## config.mk

```make
export PLATFORM = sky130hd
export DESIGN_NAME = pktgen_top
export DESIGN_NICKNAME = d
export VERILOG_FILES = /design/src/source/pktgen_pkg.sv /design/src/source/ipv4_frame_builder.sv /design/src/source/pktgen_regs.sv /design/src/source/pktgen_sequencer.sv /design/src/source/pktgen_top.sv
export VERILOG_INCLUDE_DIRS = /design/src /design/src/source
export SDC_FILE = /design/constraint.sdc
export NUM_CORES = 1
export LEC_CHECK = 0
export ABC_CLOCK_PERIOD_IN_PS = 11800
export CORE_MARGIN = 2
export CORE_UTILIZATION = 55
export DETAILED_ROUTE_END_ITERATION = 8
export DONT_BUFFER_PORTS = 1
export PLACE_DENSITY = 0.7
export SYNTH_ARGS = -nofsm -noshare
export SYNTH_HDL_FRONTEND = slang
export SYNTH_HIERARCHICAL = 1
export SYNTH_SLANG_ARGS = --single-unit
```

## constraint.sdc

```tcl
create_clock -name clk_ifc_avmm -period 11.8 [get_ports clk_ifc_avmm]
set_clock_uncertainty 0.05 [all_clocks]
set_input_delay 2.36 -clock clk_ifc_avmm [delete_from_list [all_inputs] [get_ports clk_ifc_avmm]]
set_output_delay 2.36 -clock clk_ifc_avmm [all_outputs]
set_load 0.01 [all_outputs]
```

## src/source/pktgen_cfg.svh

```systemverilog
// Build-time settings of the packet generator. The payload size and source MAC
// are fixed at elaboration and cannot be changed from software.

`ifndef PKTGEN_CFG_SVH
`define PKTGEN_CFG_SVH

// Frame layout
`define PKTGEN_PAYLOAD_WORDS 10
`define PKTGEN_SRC_MAC       48'haa_aa_aa_aa_bb_aa
`define PKTGEN_IP_HDR_BYTES  20
`define PKTGEN_ETH_HDR_BYTES 14

// Avalon-MM word addresses, configuration
`define PKTGEN_ADDR_CTRL         5'd0
`define PKTGEN_ADDR_NUM_PACKETS  5'd1
`define PKTGEN_ADDR_INTERVAL     5'd2
`define PKTGEN_ADDR_TOS          5'd3
`define PKTGEN_ADDR_TTL_PROTO    5'd4
`define PKTGEN_ADDR_SRC_IP       5'd5
`define PKTGEN_ADDR_DST_IP       5'd6
`define PKTGEN_ADDR_DST_MAC_HI   5'd7
`define PKTGEN_ADDR_DST_MAC_LO   5'd8
`define PKTGEN_ADDR_IDENT_BASE   5'd9

// Status, read only
`define PKTGEN_ADDR_STATUS       5'd16
`define PKTGEN_ADDR_REMAINING    5'd17
`define PKTGEN_ADDR_TX_CNT_LO    5'd18
`define PKTGEN_ADDR_TX_CNT_HI    5'd19

`endif

```

## src/source/pktgen_pkg.sv

```systemverilog
// Shared types of the packet generator. Register values come from pktgen_cfg.svh.

`include "pktgen_cfg.svh"

package pktgen_pkg;

    // Send schedule, shown in the low byte of the status register
    typedef enum logic [7:0] {
        SEQ_IDLE = 8'd0,
        SEQ_SEND = 8'd1,
        SEQ_GAP  = 8'd2
    } seq_state_t;

    // Frame builder phases
    typedef enum logic [1:0] {
        B_IDLE,
        B_SUM,
        B_STREAM
    } build_state_t;

    // Register map, word addresses
    typedef enum logic [4:0] {
        REG_CTRL        = `PKTGEN_ADDR_CTRL,
        REG_NUM_PACKETS = `PKTGEN_ADDR_NUM_PACKETS,
        REG_INTERVAL    = `PKTGEN_ADDR_INTERVAL,
        REG_TOS         = `PKTGEN_ADDR_TOS,
        REG_TTL_PROTO   = `PKTGEN_ADDR_TTL_PROTO,
        REG_SRC_IP      = `PKTGEN_ADDR_SRC_IP,
        REG_DST_IP      = `PKTGEN_ADDR_DST_IP,
        REG_DST_MAC_HI  = `PKTGEN_ADDR_DST_MAC_HI,
        REG_DST_MAC_LO  = `PKTGEN_ADDR_DST_MAC_LO,
        REG_IDENT_BASE  = `PKTGEN_ADDR_IDENT_BASE,
        REG_STATUS      = `PKTGEN_ADDR_STATUS,
        REG_REMAINING   = `PKTGEN_ADDR_REMAINING,
        REG_TX_CNT_LO   = `PKTGEN_ADDR_TX_CNT_LO,
        REG_TX_CNT_HI   = `PKTGEN_ADDR_TX_CNT_HI
    } reg_addr_t;

endpackage

```

## src/source/ipv4_frame_builder.sv

```systemverilog
// Ethernet II frame with a plain IPv4 header: no options, DF set, offset zero.
// packet_id must stay stable from build_stb until frame_stb.

`timescale 1ns/1ns
`include "pktgen_cfg.svh"

module ipv4_frame_builder import pktgen_pkg::*; (
    input  logic        clk_ifc_avmm,
    input  logic        reset,
    input  logic        build_stb,
    input  logic [31:0] packet_id,
    input  logic [5:0]  dscp,
    input  logic [1:0]  ecn,
    input  logic [7:0]  ttl,
    input  logic [7:0]  protocol,
    input  logic [31:0] src_ip,
    input  logic [31:0] dst_ip,
    input  logic [47:0] dst_mac,
    input  logic [15:0] ident_base,
    input  logic        tready,
    output logic        frame_stb,
    output logic [7:0]  tdata,
    output logic        tvalid,
    output logic        tlast
);

    localparam int HDR_BYTES   = `PKTGEN_ETH_HDR_BYTES + `PKTGEN_IP_HDR_BYTES;
    localparam int FRAME_BYTES = HDR_BYTES + 4 * `PKTGEN_PAYLOAD_WORDS;
    localparam int IDX_W       = $clog2(FRAME_BYTES);
    localparam logic [15:0] TOTAL_LEN = 16'(`PKTGEN_IP_HDR_BYTES + 4 * `PKTGEN_PAYLOAD_WORDS);
    // Flags 010 (don't fragment), offset 0
    localparam logic [15:0] FLAGS_FRAG = 16'h4000;

    build_state_t            state;
    logic [IDX_W-1:0]        byte_idx;
    logic [IDX_W-1:0]        pay_idx;
    logic [47:0]             lat_dst_mac;
    logic [7:0]              lat_tos;
    logic [15:0]             lat_ident;
    logic [7:0]              lat_ttl;
    logic [7:0]              lat_proto;
    logic [31:0]             lat_src_ip;
    logic [31:0]             lat_dst_ip;
    logic [15:0]             hdr_csum;
    logic [15:0]             ip_words [10];
    logic [19:0]             csum_sum;
    logic [16:0]             csum_fold1;
    logic [15:0]             csum_fold2;
    logic [8*HDR_BYTES-1:0]  hdr_vec;

    ////////////////////////////////////////////////////////////////////////////
    // Header checksum, evaluated from the latched fields during B_SUM

    always_comb begin
        ip_words[0] = {8'h45, lat_tos};
        ip_words[1] = TOTAL_LEN;
        ip_words[2] = lat_ident;
        ip_words[3] = FLAGS_FRAG;
        ip_words[4] = {lat_ttl, lat_proto};
        ip_words[5] = 16'h0000;
        ip_words[6] = lat_src_ip[31:16];
        ip_words[7] = lat_src_ip[15:0];
        ip_words[8] = lat_dst_ip[31:16];
        ip_words[9] = lat_dst_ip[15:0];
        csum_sum = '0;
        for (int i = 0; i < 10; i++) begin
            csum_sum = csum_sum + 20'(ip_words[i]);
        end
        // End-around carry, twice covers the worst case
        csum_fold1 = {1'b0, csum_sum[15:0]} + {13'd0, csum_sum[19:16]};
        csum_fold2 = csum_fold1[15:0] + {15'd0, csum_fold1[16]};
    end

    // Whole header, first byte on the wire in the top bits
    assign hdr_vec = {lat_dst_mac, `PKTGEN_SRC_MAC, 16'h0800,
                      8'h45, lat_tos, TOTAL_LEN, lat_ident, FLAGS_FRAG,
                      lat_ttl, lat_proto, hdr_csum, lat_src_ip, lat_dst_ip};

    assign pay_idx = byte_idx - IDX_W'(HDR_BYTES);

    // Byte select, payload words go out MSB first
    always_comb begin
        if (byte_idx < IDX_W'(HDR_BYTES)) begin
            tdata = hdr_vec[(HDR_BYTES - 1 - byte_idx) * 8 +: 8];
        end else begin
            tdata = packet_id[(3 - pay_idx[1:0]) * 8 +: 8];
        end
    end

    ////////////////////////////////////////////////////////////////////////////
    // Header latch

    always_ff @(posedge clk_ifc_avmm) begin
        if (state == B_IDLE && build_stb) begin
            lat_dst_mac <= dst_mac;
            lat_tos     <= {dscp, ecn};
            lat_ident   <= ident_base + packet_id[15:0];
            lat_ttl     <= ttl;
            lat_proto   <= protocol;
            lat_src_ip  <= src_ip;
            lat_dst_ip  <= dst_ip;
        end
        if (state == B_SUM) begin
            hdr_csum <= ~csum_fold2;
        end
    end

    ////////////////////////////////////////////////////////////////////////////
    // Stream control

    always_ff @(posedge clk_ifc_avmm) begin
        if (reset) begin
            state     <= B_IDLE;
            byte_idx  <= '0;
            tvalid    <= 1'b0;
            tlast     <= 1'b0;
            frame_stb <= 1'b0;
        end else begin
            frame_stb <= 1'b0;
            case (state)
                B_IDLE: begin
                    if (build_stb) begin
                        state <= B_SUM;
                    end
                end
                B_SUM: begin
                    byte_idx <= '0;
                    tvalid   <= 1'b1;
                    tlast    <= 1'b0;
                    state    <= B_STREAM;
                end
                B_STREAM: begin
                    if (tvalid && tready) begin
                        if (tlast) begin
                            tvalid    <= 1'b0;
                            tlast     <= 1'b0;
                            frame_stb <= 1'b1;
                            state     <= B_IDLE;
                        end else begin
                            byte_idx <= byte_idx + 1'b1;
                            tlast    <= (byte_idx == IDX_W'(FRAME_BYTES - 2));
                        end
                    end
                end
                default: state <= B_IDLE;
            endcase
        end
    end

endmodule

```

## src/source/pktgen_regs.sv

```systemverilog
// Avalon-MM slave without waitrequest, read latency 1. Header fields must stay
// unchanged while the generator is active; they feed the builder directly.

`timescale 1ns/1ns

module pktgen_regs import pktgen_pkg::*; (
    input  logic        clk_ifc_avmm,
    input  logic        reset,
    input  logic [4:0]  address,
    input  logic        write,
    input  logic [31:0] writedata,
    input  logic        read,
    input  seq_state_t  seq_state,
    input  logic [31:0] remaining,
    input  logic [63:0] tx_cnt,
    output logic [31:0] readdata,
    output logic        start_stb,
    output logic        stop_stb,
    output logic        continuous,
    output logic [31:0] num_packets,
    output logic [15:0] interval,
    output logic [5:0]  dscp,
    output logic [1:0]  ecn,
    output logic [7:0]  ttl,
    output logic [7:0]  protocol,
    output logic [31:0] src_ip,
    output logic [31:0] dst_ip,
    output logic [47:0] dst_mac,
    output logic [15:0] ident_base
);

    reg_addr_t   reg_addr;
    logic [31:0] rd_mux;

    assign reg_addr = reg_addr_t'(address);

    ////////////////////////////////////////////////////////////////////////////
    // Write side

    always_ff @(posedge clk_ifc_avmm) begin
        if (reset) begin
            start_stb   <= 1'b0;
            stop_stb    <= 1'b0;
            continuous  <= 1'b0;
            num_packets <= '0;
            interval    <= '0;
            dscp        <= '0;
            ecn         <= '0;
            ttl         <= '0;
            protocol    <= '0;
            src_ip      <= '0;
            dst_ip      <= '0;
            dst_mac     <= '0;
            ident_base  <= '0;
        end else begin
            // Strobes last one cycle
            start_stb <= 1'b0;
            stop_stb  <= 1'b0;
            if (write) begin
                case (reg_addr)
                    REG_CTRL: begin
                        start_stb  <= writedata[0];
                        continuous <= writedata[1];
                        stop_stb   <= writedata[2];
                    end
                    REG_NUM_PACKETS: num_packets <= writedata;
                    REG_INTERVAL:    interval <= writedata[15:0];
                    REG_TOS: begin
                        dscp <= writedata[7:2];
                        ecn  <= writedata[1:0];
                    end
                    REG_TTL_PROTO: begin
                        ttl      <= writedata[15:8];
                        protocol <= writedata[7:0];
                    end
                    REG_SRC_IP:     src_ip <= writedata;
                    REG_DST_IP:     dst_ip <= writedata;
                    REG_DST_MAC_HI: dst_mac[47:32] <= writedata[15:0];
                    REG_DST_MAC_LO: dst_mac[31:0] <= writedata;
                    REG_IDENT_BASE: ident_base <= writedata[15:0];
                    default: ;
                endcase
            end
        end
    end

    ////////////////////////////////////////////////////////////////////////////
    // Read side

    always_comb begin
        case (reg_addr)
            REG_TOS:        rd_mux = {24'd0, dscp, ecn};
            REG_TTL_PROTO:  rd_mux = {16'd0, ttl, protocol};
            REG_SRC_IP:     rd_mux = src_ip;
            REG_DST_IP:     rd_mux = dst_ip;
            REG_DST_MAC_HI: rd_mux = {16'd0, dst_mac[47:32]};
            REG_DST_MAC_LO: rd_mux = dst_mac[31:0];
            REG_IDENT_BASE: rd_mux = {16'd0, ident_base};
            // Bit 31 flags any non-idle state
            REG_STATUS:     rd_mux = {seq_state != SEQ_IDLE, 23'd0, seq_state};
            REG_REMAINING:  rd_mux = remaining;
            REG_TX_CNT_LO:  rd_mux = tx_cnt[31:0];
            REG_TX_CNT_HI:  rd_mux = tx_cnt[63:32];
            default:        rd_mux = '0;
        endcase
    end

    always_ff @(posedge clk_ifc_avmm) begin
        if (reset) begin
            readdata <= '0;
        end else if (read) begin
            readdata <= rd_mux;
        end
    end

endmodule

```

## src/source/pktgen_sequencer.sv

```systemverilog
// Send schedule. Only frame_stb ends a frame, so back-pressure just stretches it.
// A stop ends continuous mode after the frame in flight; normal mode ignores it.

`timescale 1ns/1ns

module pktgen_sequencer import pktgen_pkg::*; (
    input  logic        clk_ifc_avmm,
    input  logic        reset,
    input  logic        start_stb,
    input  logic        stop_stb,
    input  logic        continuous,
    input  logic [31:0] num_packets,
    input  logic [15:0] interval,
    input  logic        frame_stb,
    output seq_state_t  seq_state,
    output logic [31:0] remaining,
    output logic [63:0] tx_cnt,
    output logic        build_stb,
    output logic [31:0] packet_id
);

    logic [15:0] gap_cnt;
    logic        stop_seen;
    logic [31:0] rem_eval;
    logic        finish;

    // Remaining count as it will be once the current frame is accounted for
    always_comb begin
        rem_eval = remaining;
        if (seq_state == SEQ_SEND && !continuous) begin
            rem_eval = remaining - 32'd1;
        end
        if (continuous) begin
            finish = stop_seen | stop_stb;
        end else begin
            finish = (rem_eval == '0);
        end
    end

    always_ff @(posedge clk_ifc_avmm) begin
        if (reset) begin
            seq_state <= SEQ_IDLE;
            remaining <= '0;
            tx_cnt    <= '0;
            packet_id <= '0;
            gap_cnt   <= '0;
            stop_seen <= 1'b0;
            build_stb <= 1'b0;
        end else begin
            build_stb <= 1'b0;
            if (stop_stb && seq_state != SEQ_IDLE) begin
                stop_seen <= 1'b1;
            end

            case (seq_state)
                SEQ_IDLE: begin
                    if (start_stb) begin
                        remaining <= num_packets;
                        packet_id <= '0;
                        tx_cnt    <= '0;
                        stop_seen <= 1'b0;
                        // Nothing to send in normal mode with zero packets
                        if (num_packets != '0 || continuous) begin
                            build_stb <= 1'b1;
                            seq_state <= SEQ_SEND;
                        end
                    end
                end

                SEQ_SEND: begin
                    if (frame_stb) begin
                        packet_id <= packet_id + 32'd1;
                        tx_cnt    <= tx_cnt + 64'd1;
                        remaining <= rem_eval;
                        if (interval != '0) begin
                            gap_cnt   <= interval - 16'd1;
                            seq_state <= SEQ_GAP;
                        end else if (finish) begin
                            seq_state <= SEQ_IDLE;
                        end else begin
                            // Zero gap, next frame right away
                            build_stb <= 1'b1;
                        end
                    end
                end

                SEQ_GAP: begin
                    if (gap_cnt == '0) begin
                        if (finish) begin
                            seq_state <= SEQ_IDLE;
                        end else begin
                            build_stb <= 1'b1;
                            seq_state <= SEQ_SEND;
                        end
                    end else begin
                        gap_cnt <= gap_cnt - 16'd1;
                    end
                end

                default: seq_state <= SEQ_IDLE;
            endcase
        end
    end

endmodule

```

## src/source/pktgen_top.sv

```systemverilog
// Single clock domain; the Avalon-MM bus and the byte stream share clk_ifc_avmm.
// Frame size and source MAC come from pktgen_cfg.svh.

`timescale 1ns/1ns

module pktgen_top import pktgen_pkg::*; (
    input  logic        clk_ifc_avmm,
    input  logic        reset,
    input  logic [4:0]  address,
    input  logic        write,
    input  logic [31:0] writedata,
    input  logic        read,
    input  logic        tready,
    output logic [31:0] readdata,
    output logic [7:0]  tdata,
    output logic        tvalid,
    output logic        tlast
);

    // Control and status between the register block and the sequencer
    logic        start_stb;
    logic        stop_stb;
    logic        continuous;
    logic [31:0] num_packets;
    logic [15:0] interval;
    seq_state_t  seq_state;
    logic [31:0] remaining;
    logic [63:0] tx_cnt;

    // Sequencer to builder handshake
    logic        build_stb;
    logic        frame_stb;
    logic [31:0] packet_id;

    // Header fields
    logic [5:0]  dscp;
    logic [1:0]  ecn;
    logic [7:0]  ttl;
    logic [7:0]  protocol;
    logic [31:0] src_ip;
    logic [31:0] dst_ip;
    logic [47:0] dst_mac;
    logic [15:0] ident_base;

    pktgen_regs u_regs (
        .clk_ifc_avmm (clk_ifc_avmm),
        .reset        (reset),
        .address      (address),
        .write        (write),
        .writedata    (writedata),
        .read         (read),
        .seq_state    (seq_state),
        .remaining    (remaining),
        .tx_cnt       (tx_cnt),
        .readdata     (readdata),
        .start_stb    (start_stb),
        .stop_stb     (stop_stb),
        .continuous   (continuous),
        .num_packets  (num_packets),
        .interval     (interval),
        .dscp         (dscp),
        .ecn          (ecn),
        .ttl          (ttl),
        .protocol     (protocol),
        .src_ip       (src_ip),
        .dst_ip       (dst_ip),
        .dst_mac      (dst_mac),
        .ident_base   (ident_base)
    );

    pktgen_sequencer u_sequencer (
        .clk_ifc_avmm (clk_ifc_avmm),
        .reset        (reset),
        .start_stb    (start_stb),
        .stop_stb     (stop_stb),
        .continuous   (continuous),
        .num_packets  (num_packets),
        .interval     (interval),
        .frame_stb    (frame_stb),
        .seq_state    (seq_state),
        .remaining    (remaining),
        .tx_cnt       (tx_cnt),
        .build_stb    (build_stb),
        .packet_id    (packet_id)
    );

    ipv4_frame_builder u_builder (
        .clk_ifc_avmm (clk_ifc_avmm),
        .reset        (reset),
        .build_stb    (build_stb),
        .packet_id    (packet_id),
        .dscp         (dscp),
        .ecn          (ecn),
        .ttl          (ttl),
        .protocol     (protocol),
        .src_ip       (src_ip),
        .dst_ip       (dst_ip),
        .dst_mac      (dst_mac),
        .ident_base   (ident_base),
        .tready       (tready),
        .frame_stb    (frame_stb),
        .tdata        (tdata),
        .tvalid       (tvalid),
        .tlast        (tlast)
    );

endmodule
```

==> summary.md <==
| Metric | Value |
|---|---|
| CP dominant cell by count | `ha_1` |
| Die X | `240 um` |
| Mapped cell area | `30700 um^2` |
| Highest Clock Rate | `108 MHz` |
| Sw power | `925 uW` |
| Setup Buffers After CTS | `0` |
| CTS tree | `done` |
| Ant diodes | `0` |
| # port buffers | `0` |
| CTS Buf Count | `59` |
| Post-DP HPWL | `75.3 mm` |
| CP Launch Type | `flop` |
| Final TNS setup | `0 ns` |
| Final net count | `3415` |
| Synth warn | `6` |
| Fin. Hold Viols | `0` |
| Worst path top cell family by delay | `adder cells` |
| Worst stage delay on the critical path | `0.51 ns` |
| Logic gate share of total power | `2.6%` |
| CTS sink count | `563` |
| Worst EP arrival | `9.52 ns` |
| Avg Synthesized Cell Area | `9.17 um^2` |
| Status | `completed` |
| WL/cell | `25.7 um` |
| Root Driver | `clkbuf_16` |
| Tightest Pin Transition | `1.25 ns` |
| Pin count of the biggest net entering global routing | `298` |
| Syn Inst Count | `3344` |
| Post-synthesis compound-gate area fraction | `15.8%` |
| Antenna Nets Post-Route | `0` |
| Netlist cell types | `119` |
| Total gr overflow | `0` |
| Fillers | `4739` |
| Drc violations | `0` |
| Relative slew slack | `15.8%` |
| Layout cells sized above 1 | `8.34%` |
| H-tree depth | `2` |
| Critical Path RT | `12.10 ns` |
| Synth Area in Adders | `7.58%` |
| Maximum fanout along the worst path | `7` |
| Pwr dens | `124 nW/um^2` |
| Final wirelength | `103 mm` |
| First-pass GRT wire length | `153 mm` |
| Sw Share | `22.7%` |
| EDFF count, synth | `168` |
| Row cnt | `86` |
| Vias per Instance | `6.47` |
| Initial antenna violation count | `5` |
| Die Y-Extent | `240 um` |
| Most frequent cell after synthesis | `nand2_1` |
| Synth cell count leaders | `nand2_1, dfxtp_1, a21oi_1` |
| Top-Level Pins | `84` |
| Max stage delay cell, worst path | `fa_1` |
| Area Growth Syn to Fin | `7.46%` |
| Peak supply drop | `119 uV` |
| Post-synthesis mux area share | `5.36%` |
| Top cell type's share of synthesized area | `25.8%` |
| CP endpoint kind | `flop` |
| Number of global-route vias before repair | `24500` |
| Vias | `26000` |
| CTS max path bufs | `3` |
| Synth Area in XOR/XNOR | `4.88%` |
| Share of the yosys chip area belonging to registers | `42.2%` |
| Gpl congestion | `0.985` |
| Max_cap viols | `0` |
| RSZ-0062 raised after global routing | `false` |
| Largest family of logic cells by synthesized area | `simple AND/OR/NAND/NOR gates` |
| 1st-iter DRT viols | `2862` |
| Fin crit share | `78.1%` |
| Largest area contributor in the netlist | `dfxtp_1` |
| FF+latch count, synth | `563` |
| Ys async rst share | `0%` |
| Design Power | `4.08 mW` |
| Slew Limit Fails | `0` |
| Simple-Gate Fraction of Synth Area | `19.6%` |
| Tot GR Track Use | `35.5%` |
| CTS Hold Bufs | `0` |
| Crit path buf inv count | `4` |
| Core Area | `55100 um^2` |
| Drt pass-1 iters | `6` |
| Post-synth top flop | `dfxtp_1` |
| Largest cells by area after synthesis | `dfxtp_1, edfxtp_1, nand2_1` |
| Hold Crit Class | `reg -> reg` |
| Worst skew pair latency | `0.66 ns` |
| CTS clk-pin slew, worst paths | `0.07 ns` |
| Pleak | `11.7 nW` |
| Die Footprint | `57700 um^2` |
| Post_cts resized | `0` |
| Flop pwr share | `49.7%` |
| Final setup violation count | `0` |
| Internal | `3.16 mW` |
| Clock power frac | `47.7%` |
| Initial Util | `55.7%` |
| CP Class | `reg -> reg` |
| Fin crit period | `9.22 ns` |
## sequential cells by signal (all words and copies together) (netlist names), 7 cells and up
name / count
u_regs/interval: 16
u_builder/lat_src_ip: 32
u_builder/lat_tos: 8
u_builder/lat_dst_ip: 32
u_sequencer/packet_id: 32
u_builder/lat_proto: 8
u_regs/ident_base: 16
u_regs/num_packets: 32
u_builder/lat_ident: 16
u_sequencer/remaining: 32
u_builder/byte_idx: 7
u_regs/dst_ip: 32
u_builder/lat_dst_mac: 48
u_regs/dst_mac: 48
u_sequencer/tx_cnt: 64
u_regs/readdata: 32
u_regs/src_ip: 32
u_sequencer/gap_cnt: 16
u_regs/ttl: 8
u_builder/hdr_csum: 16
u_regs/protocol: 8
u_builder/lat_ttl: 8
## per-stage QoR
| stage | area, um^2 | hold slack, ns | instances | setup WS, ns | util [%] |
|---|---|---|---|---|---|
| 6_report | 32900 | 0.398 | 4020 | 2.58 | 59.8 |
| 2_1_floorplan | 30700 | 0.372 | 3349 | 3.66 | - |
| 4_1_cts | 32900 | 0.400 | 4020 | 2.66 | 59.8 |
| 3_5_place_dp | 30900 | 0.392 | 3909 | 2.72 | 56.1 |
| 5_1_grt | 32900 | 0.408 | 4020 | 1.91 | 59.8 |
| 3_3_place_gp | 30900 | 0.391 | 3909 | 2.92 | 56.1 |
## path summary, 6_finish.rpt
check	depth (start not counted)	start	end	slack (ns)
worst min register to register	0	u_regs/dst_mac[5]	u_builder/lat_dst_mac[5]	0.40
worst max register to register	41	u_builder/lat_ident[3]	u_builder/hdr_csum[12]	2.58
worst max-delay path	41	u_builder/lat_ident[3]	u_builder/hdr_csum[12]	2.58
worst min-delay path	0	u_regs/dst_mac[5]	u_builder/lat_dst_mac[5]	0.40
## cell usage in the layout, fill, tap and decap left out, drive strengths merged, types with 25 or more instances in the layout
master,netlist,routed
dfxtp,395,395
nand4,38,38
nor3,70,70
and3,51,51
ha,93,93
inv,118,120
a21oi,320,320
buf,61,26
a221oi,33,33
edfxtp,168,168
clkinv,0,25
clkbuf,153,75
xor2,76,76
a22oi,69,69
nor4,51,51
o21ai,106,106
or3,25,25
mux2i,58,58
xnor2,94,94
mux4,40,40
fa,58,58
nor2,272,272
nor2b,36,36
a21o,27,27
nand2,535,535
nand3,70,70
a31oi,44,44
## layout make-up
type / count / area, um^2 / area share [%]
Sequential cell: 563 / 13000 / 39.3
Clock buffer: 75 / 1630 / 4.94
Tap cell: 748 / 936 / 2.84
Inverter: 118 / 443 / 1.34
Multi-Input combinational cell: 2454 / 16400 / 49.7
Clock inverter: 36 / 413 / 1.25
Timing Repair Buffer: 26 / 195 / 0.592
## cells by family (layout without fill, tap and decap cells)
logic type                 count (synthesis)  in the layout
muxes                                    112            112
buffers and inverters                    332            255
adders and majority gates                151            151
xor gates and xnor gates                 170            170
AOI/OAI and AO/OA                        759            759
DFF                                      563            563
other                                      1              6
and+or+nand+nor                         1256           1256
## per-layer routing
layer / share of wire, % / vias to the layer above / track usage [%]
li1: - / 11700 / -
met2: 46 / 1350 / 56.7
met3: 9.7 / 304 / 7.24
met5: 0.055 / - / 0
met4: 6.5 / 8 / 20.3
met1: 38 / 12600 / 44.9
## power groups by stage
| stage | Sequential (mW) | Clock [mW] | Combinational (mW) |
|---|---|---|---|
| 6_report | 2.03 | 1.95 | 0.105 |
| 5_1_grt | 2.03 | 2.04 | 0.112 |
| 3_3_place_gp | 2.07 | 0 | 0.0987 |
| 3_5_place_dp | 2.07 | 0 | 0.101 |
| 4_1_cts | 2.03 | 1.96 | 0.102 |
| 2_1_floorplan | 2.06 | 0 | 0.106 |
Power figures use the tool's default switching activity.
